==> src/hdl/cpu_pkg.sv <==
`default_nettype none

package cpu_pkg;

	localparam int WORD_W = 16;
	localparam int INST_W = 24;

	localparam logic [WORD_W-1:0] RESET_VECTOR = 16'h4000;

	// register select and byte-lane codes
	localparam logic REG_X = 1'b0;
	localparam logic REG_Y = 1'b1;
	localparam logic [1:0] LANES_LO = 2'b01;
	localparam logic [1:0] LANES_WORD = 2'b11;

	// opcode in inst[7:0], operands in inst[23:8]
	typedef enum logic [7:0] {
		NOP         = 8'h00,
		LD_XL_IMMD  = 8'h10,
		ADD_XL_IMMD = 8'h11,
		SUB_XL_IMMD = 8'h12,
		AND_XL_IMMD = 8'h13,
		OR_XL_IMMD  = 8'h14,
		XOR_XL_IMMD = 8'h15,
		ADD_XL_DIR  = 8'h21,
		LD_DIR_XL   = 8'h30,
		LDW_Y_IMMD  = 8'h40,
		INCW_Y      = 8'h41,
		LDW_DIR_Y   = 8'h50,
		JP_IMMD     = 8'h60,
		JRZ_D       = 8'h70,
		JRNZ_D      = 8'h71,
		JRC_D       = 8'h72,
		TRAP        = 8'hff
	} opcode_t;

	typedef enum logic [3:0] {
		PASS8 = 4'd0,
		ADD   = 4'd1,
		SUB   = 4'd2,
		AND   = 4'd3,
		OR    = 4'd4,
		XOR   = 4'd5,
		PASSW = 4'd6,
		INCW  = 4'd7
	} alu_op_t;

	typedef enum logic [2:0] {
		NONE = 3'd0,
		ABS  = 3'd1,
		ZSET = 3'd2,
		ZCLR = 3'd3,
		CSET = 3'd4
	} branch_t;

	typedef struct packed {
		logic c;
		logic z;
		logic n;
	} flags_t;

	typedef struct packed {
		logic [1:0] len;
		branch_t branch;
		logic dir_read;
	} fetch_ctrl_t;

	typedef struct packed {
		alu_op_t alu_op;
		logic src_mem;
		logic reg_sel;
		logic [1:0] reg_lanes;
		flags_t flag_upd;
		logic [1:0] mem_lanes;
		logic trap;
	} exec_ctrl_t;

endpackage

`default_nettype wire
==> src/hdl/cpu_top.sv <==
`timescale 1ns/1ps
`default_nettype none

module cpu_top import cpu_pkg::*; (
	input wire clk,
	input wire reset,
	output logic [WORD_W-1:0] iread_addr,
	input wire [INST_W-1:0] iread_data,
	output logic [WORD_W-1:0] dread_addr,
	input wire [WORD_W-1:0] dread_data,
	output logic [WORD_W-1:0] dwrite_addr,
	output logic [WORD_W-1:0] dwrite_data,
	output logic [1:0] dwrite_en,
	output logic trap
);

	logic [INST_W-1:0] inst;
	fetch_ctrl_t fetch_ctrl;
	exec_ctrl_t exec_ctrl;
	logic [WORD_W-1:0] x;
	logic [WORD_W-1:0] y;
	logic [WORD_W-1:0] result;
	flags_t next_flags;

	// execute stage instruction register
	always_ff @(posedge clk)
	begin
		if (reset)
			inst <= {16'h0000, NOP};
		else
			inst <= iread_data;
	end

	always_ff @(posedge clk)
	begin
		if (reset)
			trap <= 1'b0;
		else
			trap <= exec_ctrl.trap;
	end

	decoder u_decoder (
		.next_inst(iread_data),
		.inst(inst),
		.fetch_ctrl(fetch_ctrl),
		.exec_ctrl(exec_ctrl)
	);

	regfile u_regfile (
		.clk(clk),
		.reset(reset),
		.reg_sel(exec_ctrl.reg_sel),
		.reg_lanes(exec_ctrl.reg_lanes),
		.wdata(result),
		.x(x),
		.y(y)
	);

	alu u_alu (
		.clk(clk),
		.reset(reset),
		.exec_ctrl(exec_ctrl),
		.x(x),
		.y(y),
		.imm(inst[23:8]),
		.rdata(dread_data),
		.result(result),
		.next_flags(next_flags)
	);

	pc_unit u_pc_unit (
		.clk(clk),
		.reset(reset),
		.fetch_ctrl(fetch_ctrl),
		.next_inst(iread_data),
		.next_flags(next_flags),
		.iread_addr(iread_addr)
	);

	mem_port u_mem_port (
		.reset(reset),
		.fetch_ctrl(fetch_ctrl),
		.next_inst(iread_data),
		.exec_ctrl(exec_ctrl),
		.inst(inst),
		.x(x),
		.y(y),
		.dread_addr(dread_addr),
		.dwrite_addr(dwrite_addr),
		.dwrite_data(dwrite_data),
		.dwrite_en(dwrite_en)
	);

endmodule

`default_nettype wire

==> src/hdl/mem_port.sv <==
`timescale 1ns/1ps
`default_nettype none

module mem_port import cpu_pkg::*; (
	input wire reset,
	input wire fetch_ctrl_t fetch_ctrl,
	input wire [INST_W-1:0] next_inst,
	input wire exec_ctrl_t exec_ctrl,
	input wire [INST_W-1:0] inst,
	input wire [WORD_W-1:0] x,
	input wire [WORD_W-1:0] y,
	output logic [WORD_W-1:0] dread_addr,
	output logic [WORD_W-1:0] dwrite_addr,
	output logic [WORD_W-1:0] dwrite_data,
	output logic [1:0] dwrite_en
);

	// read issued in decode, data back in execute
	assign dread_addr = fetch_ctrl.dir_read ? next_inst[23:8] : '0;

	assign dwrite_addr = inst[23:8];

	// word store carries Y, byte store carries XL
	always_comb
	begin
		if (exec_ctrl.mem_lanes == LANES_WORD)
			dwrite_data = y;
		else
			dwrite_data = {8'h00, x[7:0]};
	end

	assign dwrite_en = reset ? 2'b00 : exec_ctrl.mem_lanes;

endmodule

`default_nettype wire

==> src/hdl/pc_unit.sv <==
`timescale 1ns/1ps
`default_nettype none

module pc_unit import cpu_pkg::*; (
	input wire clk,
	input wire reset,
	input wire fetch_ctrl_t fetch_ctrl,
	input wire [INST_W-1:0] next_inst,
	input wire flags_t next_flags,
	output logic [WORD_W-1:0] iread_addr
);

	// pc is the address of the instruction in decode
	logic [WORD_W-1:0] pc;
	logic [WORD_W-1:0] seq_addr;
	logic [WORD_W-1:0] rel_addr;
	logic [WORD_W-1:0] next_addr;
	logic [7:0] disp;
	logic taken;

	assign disp = next_inst[15:8];
	assign seq_addr = pc + WORD_W'(fetch_ctrl.len);
	assign rel_addr = pc + {{8{disp[7]}}, disp};

	// flags forwarded from the execute stage
	always_comb
	begin
		case (fetch_ctrl.branch)
			ZSET: taken = next_flags.z;
			ZCLR: taken = !next_flags.z;
			CSET: taken = next_flags.c;
			default: taken = 1'b0;
		endcase
	end

	always_comb
	begin
		if (fetch_ctrl.branch == ABS)
			next_addr = next_inst[23:8];
		else if (taken)
			next_addr = rel_addr;
		else
			next_addr = seq_addr;
	end

	assign iread_addr = reset ? RESET_VECTOR : next_addr;

	always_ff @(posedge clk)
	begin
		if (reset)
			pc <= RESET_VECTOR;
		else
			pc <= next_addr;
	end

endmodule

`default_nettype wire

==> src/hdl/alu.sv <==
`timescale 1ns/1ps
`default_nettype none

module alu import cpu_pkg::*; (
	input wire clk,
	input wire reset,
	input wire exec_ctrl_t exec_ctrl,
	input wire [WORD_W-1:0] x,
	input wire [WORD_W-1:0] y,
	input wire [WORD_W-1:0] imm,
	input wire [WORD_W-1:0] rdata,
	output logic [WORD_W-1:0] result,
	output flags_t next_flags
);

	logic [WORD_W-1:0] b;
	logic [7:0] a8;
	logic [7:0] b8;
	logic [8:0] sum8;
	logic word_op;
	flags_t res_flags;
	flags_t flags;

	assign b = exec_ctrl.src_mem ? rdata : imm;
	assign a8 = x[7:0];
	assign b8 = b[7:0];
	assign word_op = (exec_ctrl.alu_op == PASSW) || (exec_ctrl.alu_op == INCW);

	always_comb
	begin
		sum8 = '0;
		case (exec_ctrl.alu_op)
			ADD:
				sum8 = {1'b0, a8} + {1'b0, b8};
			// carry out set means no borrow
			SUB:
				sum8 = {1'b0, a8} + {1'b0, ~b8} + 9'd1;
			default:
				sum8 = '0;
		endcase

		case (exec_ctrl.alu_op)
			PASS8:
				result = {8'h00, b8};
			ADD, SUB:
				result = {8'h00, sum8[7:0]};
			AND:
				result = {8'h00, a8 & b8};
			OR:
				result = {8'h00, a8 | b8};
			XOR:
				result = {8'h00, a8 ^ b8};
			PASSW:
				result = b;
			INCW:
				result = y + 16'd1;
			default:
				result = '0;
		endcase
	end

	always_comb
	begin
		res_flags.c = sum8[8];
		if (word_op)
		begin
			res_flags.z = (result == '0);
			res_flags.n = result[15];
		end
		else
		begin
			res_flags.z = (result[7:0] == 8'h00);
			res_flags.n = result[7];
		end
	end

	// only selected bits change
	assign next_flags.c = exec_ctrl.flag_upd.c ? res_flags.c : flags.c;
	assign next_flags.z = exec_ctrl.flag_upd.z ? res_flags.z : flags.z;
	assign next_flags.n = exec_ctrl.flag_upd.n ? res_flags.n : flags.n;

	always_ff @(posedge clk)
	begin
		if (reset)
			flags <= '0;
		else
			flags <= next_flags;
	end

endmodule

`default_nettype wire

==> src/hdl/regfile.sv <==
`timescale 1ns/1ps
`default_nettype none

module regfile import cpu_pkg::*; (
	input wire clk,
	input wire reset,
	input wire reg_sel,
	input wire [1:0] reg_lanes,
	input wire [WORD_W-1:0] wdata,
	output logic [WORD_W-1:0] x,
	output logic [WORD_W-1:0] y
);

	logic [WORD_W-1:0] regs [2];

	always_ff @(posedge clk)
	begin
		if (reset)
		begin
			regs[REG_X] <= '0;
			regs[REG_Y] <= '0;
		end
		else
		begin
			// low and high bytes written independently
			if (reg_lanes[0])
				regs[reg_sel][7:0] <= wdata[7:0];
			if (reg_lanes[1])
				regs[reg_sel][15:8] <= wdata[15:8];
		end
	end

	assign x = regs[REG_X];
	assign y = regs[REG_Y];

endmodule

`default_nettype wire

==> src/hdl/decoder.sv <==
`timescale 1ns/1ps
`default_nettype none

module decoder import cpu_pkg::*; (
	input wire [INST_W-1:0] next_inst,
	input wire [INST_W-1:0] inst,
	output fetch_ctrl_t fetch_ctrl,
	output exec_ctrl_t exec_ctrl
);

	opcode_t next_op;
	opcode_t op;

	assign next_op = opcode_t'(next_inst[7:0]);
	assign op = opcode_t'(inst[7:0]);

	// decode stage: length, branch kind, read request
	always_comb
	begin
		fetch_ctrl.len = 2'd1;
		fetch_ctrl.branch = NONE;
		fetch_ctrl.dir_read = 1'b0;
		case (next_op)
			LD_XL_IMMD, ADD_XL_IMMD, SUB_XL_IMMD,
			AND_XL_IMMD, OR_XL_IMMD, XOR_XL_IMMD:
				fetch_ctrl.len = 2'd2;
			ADD_XL_DIR:
			begin
				fetch_ctrl.len = 2'd3;
				fetch_ctrl.dir_read = 1'b1;
			end
			LD_DIR_XL, LDW_Y_IMMD, LDW_DIR_Y:
				fetch_ctrl.len = 2'd3;
			JP_IMMD:
			begin
				fetch_ctrl.len = 2'd3;
				fetch_ctrl.branch = ABS;
			end
			JRZ_D:
			begin
				fetch_ctrl.len = 2'd2;
				fetch_ctrl.branch = ZSET;
			end
			JRNZ_D:
			begin
				fetch_ctrl.len = 2'd2;
				fetch_ctrl.branch = ZCLR;
			end
			JRC_D:
			begin
				fetch_ctrl.len = 2'd2;
				fetch_ctrl.branch = CSET;
			end
			default:
				fetch_ctrl.len = 2'd1;
		endcase
	end

	// execute stage
	always_comb
	begin
		exec_ctrl = '0;
		exec_ctrl.alu_op = PASS8;
		exec_ctrl.reg_sel = REG_X;
		case (op)
			LD_XL_IMMD:
				exec_ctrl.reg_lanes = LANES_LO;
			ADD_XL_IMMD, SUB_XL_IMMD, ADD_XL_DIR:
			begin
				exec_ctrl.alu_op = (op == SUB_XL_IMMD) ? SUB : ADD;
				exec_ctrl.src_mem = (op == ADD_XL_DIR);
				exec_ctrl.reg_lanes = LANES_LO;
				exec_ctrl.flag_upd = '{c: 1'b1, z: 1'b1, n: 1'b1};
			end
			AND_XL_IMMD, OR_XL_IMMD, XOR_XL_IMMD:
			begin
				exec_ctrl.alu_op = (op == AND_XL_IMMD) ? AND :
					(op == OR_XL_IMMD) ? OR : XOR;
				exec_ctrl.reg_lanes = LANES_LO;
				exec_ctrl.flag_upd = '{c: 1'b0, z: 1'b1, n: 1'b1};
			end
			LD_DIR_XL:
				exec_ctrl.mem_lanes = LANES_LO;
			LDW_Y_IMMD:
			begin
				exec_ctrl.alu_op = PASSW;
				exec_ctrl.reg_sel = REG_Y;
				exec_ctrl.reg_lanes = LANES_WORD;
			end
			INCW_Y:
			begin
				exec_ctrl.alu_op = INCW;
				exec_ctrl.reg_sel = REG_Y;
				exec_ctrl.reg_lanes = LANES_WORD;
				exec_ctrl.flag_upd = '{c: 1'b0, z: 1'b1, n: 1'b1};
			end
			LDW_DIR_Y:
				exec_ctrl.mem_lanes = LANES_WORD;
			TRAP:
				exec_ctrl.trap = 1'b1;
			// jumps finish in decode, unknown bytes act as nop
			default:
				exec_ctrl.alu_op = PASS8;
		endcase
	end

endmodule

`default_nettype wire

==> config.mk <==
export PLATFORM = sky130hd
export DESIGN_NAME = cpu_top
export DESIGN_NICKNAME = d
export VERILOG_FILES = /design/src/hdl/cpu_pkg.sv /design/src/hdl/cpu_top.sv /design/src/hdl/mem_port.sv /design/src/hdl/pc_unit.sv /design/src/hdl/alu.sv /design/src/hdl/regfile.sv /design/src/hdl/decoder.sv
export SDC_FILE = /design/constraint.sdc
export NUM_CORES = 1
export LEC_CHECK = 0
export ABC_AREA = 1
export BUFFER_PORTS_ARGS = -buffer_cell sky130_fd_sc_hd__buf_4
export CAP_MARGIN = 40
export CELL_PAD_IN_SITES_DETAIL_PLACEMENT = 1
export CELL_PAD_IN_SITES_GLOBAL_PLACEMENT = 2
export CORE_MARGIN = 5
export CORE_UTILIZATION = 33
export CTS_CLUSTER_DIAMETER = 60
export CTS_CLUSTER_SIZE = 14
export DETAILED_ROUTE_END_ITERATION = 10
export HOLD_SLACK_MARGIN = 0.03
export PLACE_DENSITY = 0.85
export SYNTH_ARGS = -nofsm -noshare
export SYNTH_HDL_FRONTEND = slang
export SYNTH_SLANG_ARGS = --single-unit
==> constraint.sdc <==
create_clock -name clk -period 10.1 [get_ports clk]
set_input_delay 1.01 -clock clk [delete_from_list [all_inputs] [get_ports clk]]
set_output_delay 1.01 -clock clk [all_outputs]
set_load 0.05 [all_outputs]
# Word-level counts from Yosys, hierarchy flattened
# Memory sizes are Yosys's and may differ from the RTL's.
# Index checks and enable logic that the tools add are counted.
[word_totals]
reg_bits = 43
ramBits = 32
in_bits = 42
output_inout_bits = 67
word_cells = 105
n_memories = 1
[memory_table]
columns = ["memory", "depth", "width", "rd", "rd_clocked_by_memory_dff", "wr", "line", "text"]
rows = [
  ["u_regfile.regs", 2, 16, 2, 0, 2, "regfile.sv:14", "logic [WORD_W-1:0] regs [2];"],
]
[op_classes]
n_addsub = 6
n_eq_ne = 38
n_mux = 37
bitwise_logic = 4
n_reduce_logical = 14
[ops]
columns = ["operator", "count"]
rows = [
  ["2-to-1 mux 16 bit", 7],
  ["case mux 16 bit (7 select lines)", 1],
  ["== test 8 x 5 -> 1 bit, second input constant", 12],
  ["== test 8 x 7 -> 1 bit, second input constant", 9],
  ["== test 8 x 6 -> 1 bit, second input constant", 4],
  ["adder 8 x 8 -> 9 bit", 2],
  ["case mux 9 bit (2 select lines)", 1],
  ["adder 16 x 1 -> 16 bit, second input constant", 1],
  ["adder 16 bit", 1],
  ["adder 16 x 2 -> 16 bit", 1],
  ["== test 4 x 3 -> 1 bit, second input constant", 4],
  ["zero test 16 bit", 1],
  ["2-to-1 mux 1 bit", 16],
  ["case mux 4 bit (4 select lines)", 1],
  ["OR reduction 16 bit", 1],
  ["case mux 2 bit (2 select lines)", 3],
  ["case mux 3 bit (4 select lines)", 1],
  ["adder 9 x 1 -> 9 bit, second input constant", 1],
  ["OR reduction 9 bit", 1],
  ["AND 8 bit", 1],
  ["== test 4 x 2 -> 1 bit, second input constant", 2],
  ["== test 8 bit, second input constant", 1],
  ["zero test 8 bit", 1],
  ["2-to-1 mux 2 bit", 4],
  ["19 further kinds", 22],
]

# Longest topological paths before layout
# Gate-level depths: netlist (run 1).
[logic_depth]
ltp_word = 17
ltp_mapped = 47
ltp_nobuf = 45

# Modules after synthesis
# From an unflattened synthesis (run 1), not the netlist that was laid out.
[unflattened]
cells_unflattened = 1108
hier_area_um2 = 6917.9
[by_module_without_submodules]
columns = ["mod", "n_inst", "cells_per_inst", "area_each_um2", "seq_area_each_um2"]
rows = [
  ["alu", 1, 451, 2332.2, 60.1],
  ["pc_unit", 1, 267, 1626.6, 320.3],
  ["regfile", 1, 90, 1203.7, 960.9],
  ["cpu_top", 1, 78, 724.4, 500.5],
  ["decoder", 1, 124, 558.0, 0.0],
  ["mem_port", 1, 98, 473.0, 0.0],
]

# Worst setup path after synthesis (run 1)
# Ideal clock, no wire load.
[synth_timing]
path_kind = "input-to-output"
from = "input port dread_data[1]"
to = "output port iread_addr[14]"
t_arrival_ns = 5.571
required_time_ns = 9.090
setup_slack_ns = 3.519
cell_stages = 36
n_path_buf = 0
path_cell_list = "inv_1 > o21ai_1 > inv_1 > ha_1 > nand3_1 > nand3_1 > a21oi_1 > or2_2 > nand3_1 > nand3_1 > nor2_2 > nand2_1 > nor2_2 > nand3_2 > nand3_1 > nand3_4 > nand2_1 > o21ai_0 > inv_1 > ha_1 > inv_1 > fa_1 > nand3b_1 > nand2_1 > a21oi_1 > o21ai_0 > nand2_1 > nand2_1 > a21oi_1 > o21ai_0 > a21oi_1 > nor2_1 > nor2_1 > xnor2_1 > nand2_1 > nand3_1"
[synth_via]
elab_chain_len = 14
elab_cells_between_ends = 20
classes_between = "add/sub: 3; mux: 10; bitwise: 4; reduce/logical: 3"
[synth_lines]
columns = ["item", "line", "text"]
rows = [
  ["start: declaration", "cpu_top.sv:10", "input wire [WORD_W-1:0] dread_data,"],
  ["2-to-1 mux 16 bit *", "alu.sv:24", "assign b = exec_ctrl.src_mem ? rdata : imm;"],
  ["NOT 8 bit", "alu.sv:37", "sum8 = {1'b0, a8} + {1'b0, ~b8} + 9'd1;"],
  ["adder 8 x 8 -> 9 bit", "alu.sv:37", ""],
  ["adder 9 x 1 -> 9 bit", "alu.sv:37", ""],
  ["case mux 9 bit (2 select lines)", "alu.sv:32", "case (exec_ctrl.alu_op)"],
  ["case mux 16 bit (7 select lines)", "alu.sv:42", "case (exec_ctrl.alu_op)"],
  ["zero test 16 bit or zero test 8 bit (tied branches)", "alu.sv:67, alu.sv:72", ""],
  ["2-to-1 mux 2 bit", "alu.sv:65", "if (word_op)"],
  ["2-to-1 mux 1 bit", "alu.sv:79", "assign next_flags.z = exec_ctrl.flag_upd.z ? res_flags.z : flags.z;"],
  ["zero test 1 bit", "pc_unit.sv:30", "ZCLR: taken = !next_flags.z;"],
  ["case mux 1 bit (3 select lines) *", "pc_unit.sv:28", "case (fetch_ctrl.branch)"],
  ["2-to-1 mux 16 bit *", "pc_unit.sv:40", "else if (taken)"],
  ["2-to-1 mux 16 bit *", "pc_unit.sv:38", "if (fetch_ctrl.branch == ABS)"],
  ["2-to-1 mux 16 bit *", "pc_unit.sv:46", "assign iread_addr = reset ? RESET_VECTOR : next_addr;"],
  ["end: declaration", "cpu_top.sv:7", "output logic [WORD_W-1:0] iread_addr,"],
]
# Mark *: on every way between the ends. The rest lies on a longest branch, timed or not.

# Worst setup path in the final report (run 1)
[layout_timing]
from = "register inst[5]"
to = "output port iread_addr[14]"
[layout_via]
elab_chain_len = 17
elab_cells_between_ends = 47
classes_between = "add/sub: 3; eq/ne: 15; mux: 16; bitwise: 4; reduce/logical: 9"
[layout_lines]
columns = ["item", "line", "text"]
rows = [
  ["start: declaration", "cpu_top.sv:17", "logic [INST_W-1:0] inst;"],
  ["start signal: assignment", "cpu_top.sv:29", "inst <= {16'h0000, NOP};"],
  ["start signal: assignment", "cpu_top.sv:31", "inst <= iread_data;"],
  ["== test 8 x 5 -> 1 bit, or another cell as far along", "decoder.sv:65", "case (op)"],
  ["OR reduction 3 bit", "decoder.sv:65", ""],
  ["2-to-1 mux 1 bit", "decoder.sv:65", ""],
  ["2-to-1 mux 16 bit", "alu.sv:24", ""],
  ["NOT 8 bit", "alu.sv:37", ""],
  ["adder 8 x 8 -> 9 bit", "alu.sv:37", ""],
  ["adder 9 x 1 -> 9 bit", "alu.sv:37", ""],
  ["case mux 9 bit (2 select lines)", "alu.sv:32", ""],
  ["case mux 16 bit (7 select lines)", "alu.sv:42", ""],
  ["zero test 16 bit or zero test 8 bit (tied branches)", "alu.sv:67, alu.sv:72", ""],
  ["2-to-1 mux 2 bit", "alu.sv:65", ""],
  ["2-to-1 mux 1 bit", "alu.sv:79", ""],
  ["zero test 1 bit", "pc_unit.sv:30", ""],
  ["case mux 1 bit (3 select lines) *", "pc_unit.sv:28", ""],
  ["2-to-1 mux 16 bit *", "pc_unit.sv:40", ""],
  ["2-to-1 mux 16 bit *", "pc_unit.sv:38", ""],
  ["2-to-1 mux 16 bit *", "pc_unit.sv:46", ""],
]
# Marks and branches as above.

==> results of run 1 <==
-- worst max-delay path, delay by kind of cell (launching register included) --
kind | cells | cell delay (ns)
AOI/OAI and AO/OA | 8 | 1.59
xor gates and xnor gates | 1 | 0.12
adders and majority gates | 3 | 0.90
buffers and inverters | 4 | 0.52
DFF | 1 | 0.44
and+or+nand+nor | 23 | 2.91
-- through the flow --
stage / utilization (%) / hold slack, ns / setup slack [ns]
after floorplan: - / 0.435 / 3.52
after global routing: 41.2 / 0.519 / 1.57
after detailed placement: 39.3 / 0.469 / 2.63
final: 41.2 / 0.484 / 2.29
after CTS: 41.2 / 0.495 / 2.27
after global placement: 39.3 / 0.454 / 2.77
-- routing by layer --
metal | GRT usage (%) | routed length [um]
met2 | 32.7 | 9210
met1 | 27.4 | 9560
met5 | 0 | 0
met3 | 3.52 | 766
met4 | 5.71 | 421
-- power by group --
part	total, mW	switching [mW]	leakage (nW)	internal [mW]
Sequential	0.307	0.0121	0.603	0.295
Combinational	0.196	0.134	2.90	0.0621
Clock	0.343	0.128	0.151	0.215
-- state kept, by name (all words and copies together) (netlist names) --
| register | flops |
|---|---|
| inst | 24 |
| trap | 1 |
| u_alu.flags | 2 |
| u_regfile.regs | 24 |
| u_pc_unit.pc | 16 |
-- cell usage in the layout (no fill, tap or decap), types with 2 or more instances in the layout --
cell type    n
o21bai_1     3
o21ai_1      7
nor4_1       5
clkinv_4     2
nand2_1    178
inv_1      156
dfxtp_1     43
nand4_1     18
nor3_1       5
o211ai_1     3
clkbuf_16    9
nor2_1     125
xnor2_1      3
a21oi_1     38
xor2_1      13
o22ai_1      7
edfxtp_1    24
nand2_4      5
bufinv_16    2
buf_4      110
a22oi_1      2
fa_1         3
nor2_4       3
inv_2        8
clkinv_1     4
o21ai_0     31
nand3b_1     3
or2_2        7
ha_1        41
nand3_1     74
nor2_2       8
nand2_2      7
-- area by class of cell --
cell class,count,area [um^2]
Clock inverter,7,92.6
Fill cell,2202,9830
Tap cell,220,275
Sequential cell,67,1580
Clock buffer,9,225
Timing Repair Buffer,110,826
Multi-Input combinational cell,600,3250
Inverter,166,623
-- worst max path at each step --
stage                     end  cells past startpoint  slack, ns          startpoint
2_1_floorplan  iread_addr[14]                     36       3.52       dread_data[1]
3_3_place_gp   iread_addr[14]                     38       2.77       dread_data[2]
3_5_place_dp   iread_addr[14]                     38       2.63       dread_data[2]
4_1_cts        iread_addr[14]                     39       2.27  inst[5]$_SDFF_PP0_
5_1_grt        iread_addr[14]                     40       1.57  inst[1]$_SDFF_PP0_
6_report       iread_addr[14]                     39       2.29  inst[5]$_SDFF_PP0_
-- cell families (layout without fill, tap and decap cells) --
logic type,count (synthesis),after routing,share of synthesized area (%)
compound gates,99,99,9.85
xor+xnor,16,16,2.48
fa+ha+maj,44,44,10.2
buf+inv,196,292,14.5
flops,67,67,28.0
simple gates,441,441,35.0
==> impl_metrics.toml, run 1 <==
[outcome]
outcome = "completed"

[worst_hold_path]
min_path_cells = 2
min_to = "trap$_SDFF_PP0_"
hp-class = "reg -> reg"
hold_path_startpoint = "inst[3]$_SDFF_PP0_"

[place]
numPortBuffers = 108
dp_hpwl_um = 16300
place_area_um2 = 6560
globalplace.congestion = 0.872
place_inst = 1163

[setup_path]
r2r-end = "u_pc_unit.pc[14]$_DFF_P_"
arrival_ns = 6.80
rr_worst_depth = 38
path_class = "reg -> out"
start_kind = "flop"
path_max_fanout = 28
slowest_delay_ns = 0.47
critPathRequiredTime_ns = 9.09
end_kind = "output pin"
rrSetupSlack_ns = 3.74
r2r-start = "inst[5]$_SDFF_PP0_"
crit_slowest_cell = "o21ai_1"

[synthesis]
ys_top_cells_by_area = "dfxtp_1 15%, edfxtp_1 13%, nand2_1 12%, inv_1 10%, ha_1 9.1%"
synth_seq_area_share_pct = 28.0
synthCells = 863
async_reset_ff_share_pct = 0
synth_flop_cell = "dfxtp_1"
synth_warnings = 0
synth_edf_count = 24
synth_area_leader_cell = "dfxtp_1"
syn_area_per_cell_um2 = 6.54
syn-num-nets = 949
netlist_area_um2 = 5640
ys_ff_latch = 67
synth_common_cells = "178 x nand2_1, 156 x inv_1, 125 x nor2_1, 74 x nand3_1, 43 x dfxtp_1"
yosys.area.top_type_share_pct = 15.3
yosysUniqueCellTypes = 44
yosysMostFrequentCell = "nand2_1"

[global_routing]
antenna_found_initial = 0
grt_pass1_wl_um = 31500
grt_usage_pct = 20.1
grt_pass1_vias = 5879
grt_overflow = 0
grt_max_degree = 33

[detailed_routing]
antenna_left = 0
drt-initial-drc-count = 317
route.vias.total = 5677
drtPass1Iterations = 5
remaining_drc_errors = 0
viasPerCell = 4.82
wire_per_inst_um = 16.9
drt-total-wl_um = 20000

[timing]
slew_viol_final = 0
rsz0062_at_grt = "no"
worst_slew_pin_slew_ns = 0.782
hold_viol = 0
period_needed_ns = 7.81
finalClockSkew_ns = 0.00743
setup_tns_ns = 0
max-slew-margin-rel_pct = 47.9
period_share_pct = 77.3
setup-violations-final = 0
max_clock_freq_ghz = 0.128

[clocking]
clock_path_buffers = 2
cts_num_sinks = 67
path_clk_slew_ns = 0.05
cts_tree = "yes"
clk_latency_ns = 0.34
cts.hold.buffers_added = 0
cts_root_buf = "clkbuf_16"
cts_buffers = 9
cts-resized-gates = 0
htreeDepth = 3
post_cts_buffers = 0

[cells_and_area]
final_area_um2 = 6870
drive_above_1_share_pct = 17.5
syn_to_final_growth_pct = 21.9
nNetsFinal = 1040
fin_cells = 1179
antenna_cells = 0

[floorplan]
std_cell_rows = 47
die_width_um = 141
core_area_um2 = 16700
start_util_pct = 33.8
io-pin-count = 109
fp.dieH_um = 141
die-area_um2 = 19800

[job]
maxCapViolCount = 0

[pwr]
finalPower_mw = 0.846
powerDensity_nw_per_um2 = 123
p_leak_nw = 3.66
vdd_drop_max_mv = 0.0933
Power figures use the tool's default switching activity.
==> inputs of run 2 (changes only) <==
--- a/config.mk
+++ b/config.mk
@@ -5,7 +5,7 @@
 export SDC_FILE = /design/constraint.sdc
 export NUM_CORES = 1
 export LEC_CHECK = 0
-export ABC_AREA = 1
+export ABC_AREA = 0
 export BUFFER_PORTS_ARGS = -buffer_cell sky130_fd_sc_hd__buf_4
 export CAP_MARGIN = 40
 export CELL_PAD_IN_SITES_DETAIL_PLACEMENT = 1
@@ -16,7 +16,7 @@
 export CTS_CLUSTER_SIZE = 14
 export DETAILED_ROUTE_END_ITERATION = 10
 export HOLD_SLACK_MARGIN = 0.03
-export PLACE_DENSITY = 0.85
+export PLACE_DENSITY = 0.79
 export SYNTH_ARGS = -nofsm -noshare
 export SYNTH_HDL_FRONTEND = slang
 export SYNTH_SLANG_ARGS = --single-unit
==> constraint.sdc (replaced) <==
create_clock -name clk -period 7.2 [get_ports clk]
set_input_delay 0.72 -clock clk [delete_from_list [all_inputs] [get_ports clk]]
set_output_delay 0.72 -clock clk [all_outputs]
set_load 0.05 [all_outputs]
==> impl_metrics.toml, run 2 <==
[clocking]
clk_latency_ns = 0.35
cts_num_sinks = 67
cts_root_buf = "clkbuf_16"
cts_tree = "yes"
htreeDepth = 3
cts_buffers = 9
cts.hold.buffers_added = 0
path_clk_slew_ns = 0.06
clock_path_buffers = 2

[synthesis]
syn_area_per_cell_um2 = 8.32
netlist_area_um2 = 5340
synth_edf_count = 24
async_reset_ff_share_pct = 0
synth_flop_cell = "dfxtp_1"
yosysMostFrequentCell = "nor2_1"
syn-num-nets = 728
yosysUniqueCellTypes = 73
synthCells = 642
synth_warnings = 0
synth_common_cells = "62 x nor2_1, 54 x nand2_1, 43 x dfxtp_1, 41 x ha_1"
yosys.area.top_type_share_pct = 16.1
synth_seq_area_share_pct = 29.6
synth_area_leader_cell = "dfxtp_1"
ys_ff_latch = 67
ys_top_cells_by_area = "dfxtp_1 16%, edfxtp_1 13%, ha_1 9.6%, nor2_1 4.4%, nor2b_1 3.9%"

[setup_path]
arrival_ns = 6.91
r2r-end = "u_pc_unit.pc[15]$_DFF_P_"
rrSetupSlack_ns = 0.57
slowest_delay_ns = 0.41
end_kind = "output pin"
path_class = "reg -> out"
r2r-start = "inst[3]$_SDFF_PP0_"
start_kind = "flop"
crit_slowest_cell = "a2111o_1"
critPathRequiredTime_ns = 6.48
rr_worst_depth = 31
path_max_fanout = 4

[detailed_routing]
remaining_drc_errors = 0
wire_per_inst_um = 19.5
drt-initial-drc-count = 205
viasPerCell = 5.17
route.vias.total = 5386
antenna_left = 0
drt-total-wl_um = 20300
drtPass1Iterations = 5

[global_routing]
grt_max_degree = 44
grt_usage_pct = 21.9
antenna_found_initial = 0
grt_overflow = 0
grtUsageMet1_pct = 26.8
busiest_layer = "met2"
met2_usage_pct = 39.7
grt_pass1_vias = 5839
met3_usage_pct = 4.24
grt_pass1_wl_um = 31700

[timing]
setup_tns_ns = -1.95
rsz0062_at_grt = "yes"
fin_ws_ns = -0.427
setup-violations-final = 7
max_clock_freq_ghz = 0.131
hold_viol = 0
max-slew-margin-rel_pct = 51.4
finalClockSkew_ns = 0.00625
slew_viol_final = 0
holdWs_ns = 0.580
worst_slew_pin_slew_ns = 0.722
period_needed_ns = 7.63
period_share_pct = 106

[floorplan]
die_width_um = 137
die-area_um2 = 18800
std_cell_rows = 46
fp.dieH_um = 137
io-pin-count = 109
core_area_um2 = 15900
start_util_pct = 33.6

[pwr]
p_sw_mw = 0.377
vdd_drop_max_mv = 0.127
clkPwrFrac_pct = 40.2
power_frac_seq_pct = 35.2
sw_frac_of_total_pct = 31.2
finalPower_mw = 1.21
p_leak_nw = 3.46
powerDensity_nw_per_um2 = 153
combPwrFrac_pct = 24.5
internal_power_mw = 0.831

[cells_and_area]
nNetsFinal = 906
layout_common_cells = "192 x buf_4, 59 x nor2_1, 54 x nand2_1"
syn_to_final_growth_pct = 47.9
final.fill_count = 1883
mostFrequentLayoutCell = "buf_4"
drive_above_1_share_pct = 38.5
antenna_cells = 0
fin_cells = 1041
reg.largest.list = "inst x24, u_regfile.regs x24, u_pc_unit.pc x16"

[place]
place_inst = 997
pre_cts_ws_ns = -0.751
globalplace.congestion = 0.941
numPortBuffers = 100
dp_hpwl_um = 15400

[worst_hold_path]
min_path_cells = 4
hold_path_startpoint = "u_alu.flags[1]$_SDFF_PP0_"
min_to = "u_alu.flags[1]$_SDFF_PP0_"
hp-class = "reg -> reg"

[outcome]
violations = "setup timing"
outcome = "finished with violations"

[job]
maxCapViolCount = 0
[run 2: cell types whose count changed after synthesis, sizes merged, moves of 15 or more]
cell,before,now
xnor2,3,18
clkbuf,6,23
nor2,137,62
nor3,5,20
nand3,76,12
o21ai,38,21
and2,0,31
nand2,190,54
nor2b,0,33
inv,164,35
[run 2: layer usage]
layer | vias up | wire length [um] | share of wire (%)
li1 | 2600 | - | -
met1 | 2659 | 8770 | 43
met2 | 113 | 10600 | 52
met3 | 14 | 772 | 3.8
met4 | 0 | 187 | 0.92
met5 | - | 0 | 0
[run 2: cell families after synthesis]
family | synth area share, %
mux | 2.37
compound gates | 16.3
flops | 29.6
simple gates | 28.4
xor+xnor | 5.50
fa+ha+maj | 10.7
buf+inv | 7.07
[run 2: power groups by stage]
stage	logic, mW	registers [mW]	clock network, mW
after floorplan	0.151	0.428	0
after global placement	0.243	0.431	0
after detailed placement	0.251	0.432	0
after CTS	0.286	0.425	0.494
after global routing	0.317	0.427	0.512
final	0.296	0.425	0.486
[run 2: worst max path at each step]
stage / startpoint / end / slack, ns / cells past startpoint
CTS: inst[2]$_SDFF_PP0_ / iread_addr[13] / -0.40 / 33
global route: inst[3]$_SDFF_PP0_ / iread_addr[15] / -0.76 / 30
floorplan: inst[2]$_SDFF_PP0_ / iread_addr[14] / 0.006 / 32
detailed placement: inst[3]$_SDFF_PP0_ / iread_addr[15] / -0.75 / 31
finish: inst[3]$_SDFF_PP0_ / iread_addr[15] / -0.43 / 31
global placement: inst[3]$_SDFF_PP0_ / iread_addr[15] / -0.58 / 31
[run 2: worst max-delay path: cells and delay by family, from the launching register on]
family                   cells  cell delay, ns
AO/OA/AOI/OAI               13            2.73
AND/OR/NAND/NOR              9            1.57
multiplexers                 2            0.63
buffers and inverters        4            0.56
adder cells (fa/ha/maj)      2            0.47
flip-flops                   1            0.34
XOR/XNOR                     1            0.23
[run 2: metrics by stage]
stage / area (um^2) / util [%]
detailed placement: 6810 / 42.9
floorplan: 5400 / -
CTS: 7710 / 48.5
finish: 7900 / 49.7
global placement: 6790 / 42.7
global route: 7900 / 49.7
[run 2: final cells by class]
class / count / area, um^2 / share of cell area [%]
Tap cell: 216 / 270 / 3.42
Timing Repair Buffer: 211 / 1660 / 21.0
Sequential cell: 67 / 1580 / 20.1
Clock buffer: 10 / 250 / 3.17
Clock inverter: 6 / 71.3 / 0.903
Inverter: 35 / 131 / 1.66
Multi-Input combinational cell: 496 / 3930 / 49.7
[run 2: timing repair]
action,in CTS,in global routing
pin swaps,47,15
setup endpoints to repair,11,10
gates resized for setup,83,31
buffers inserted,20,8
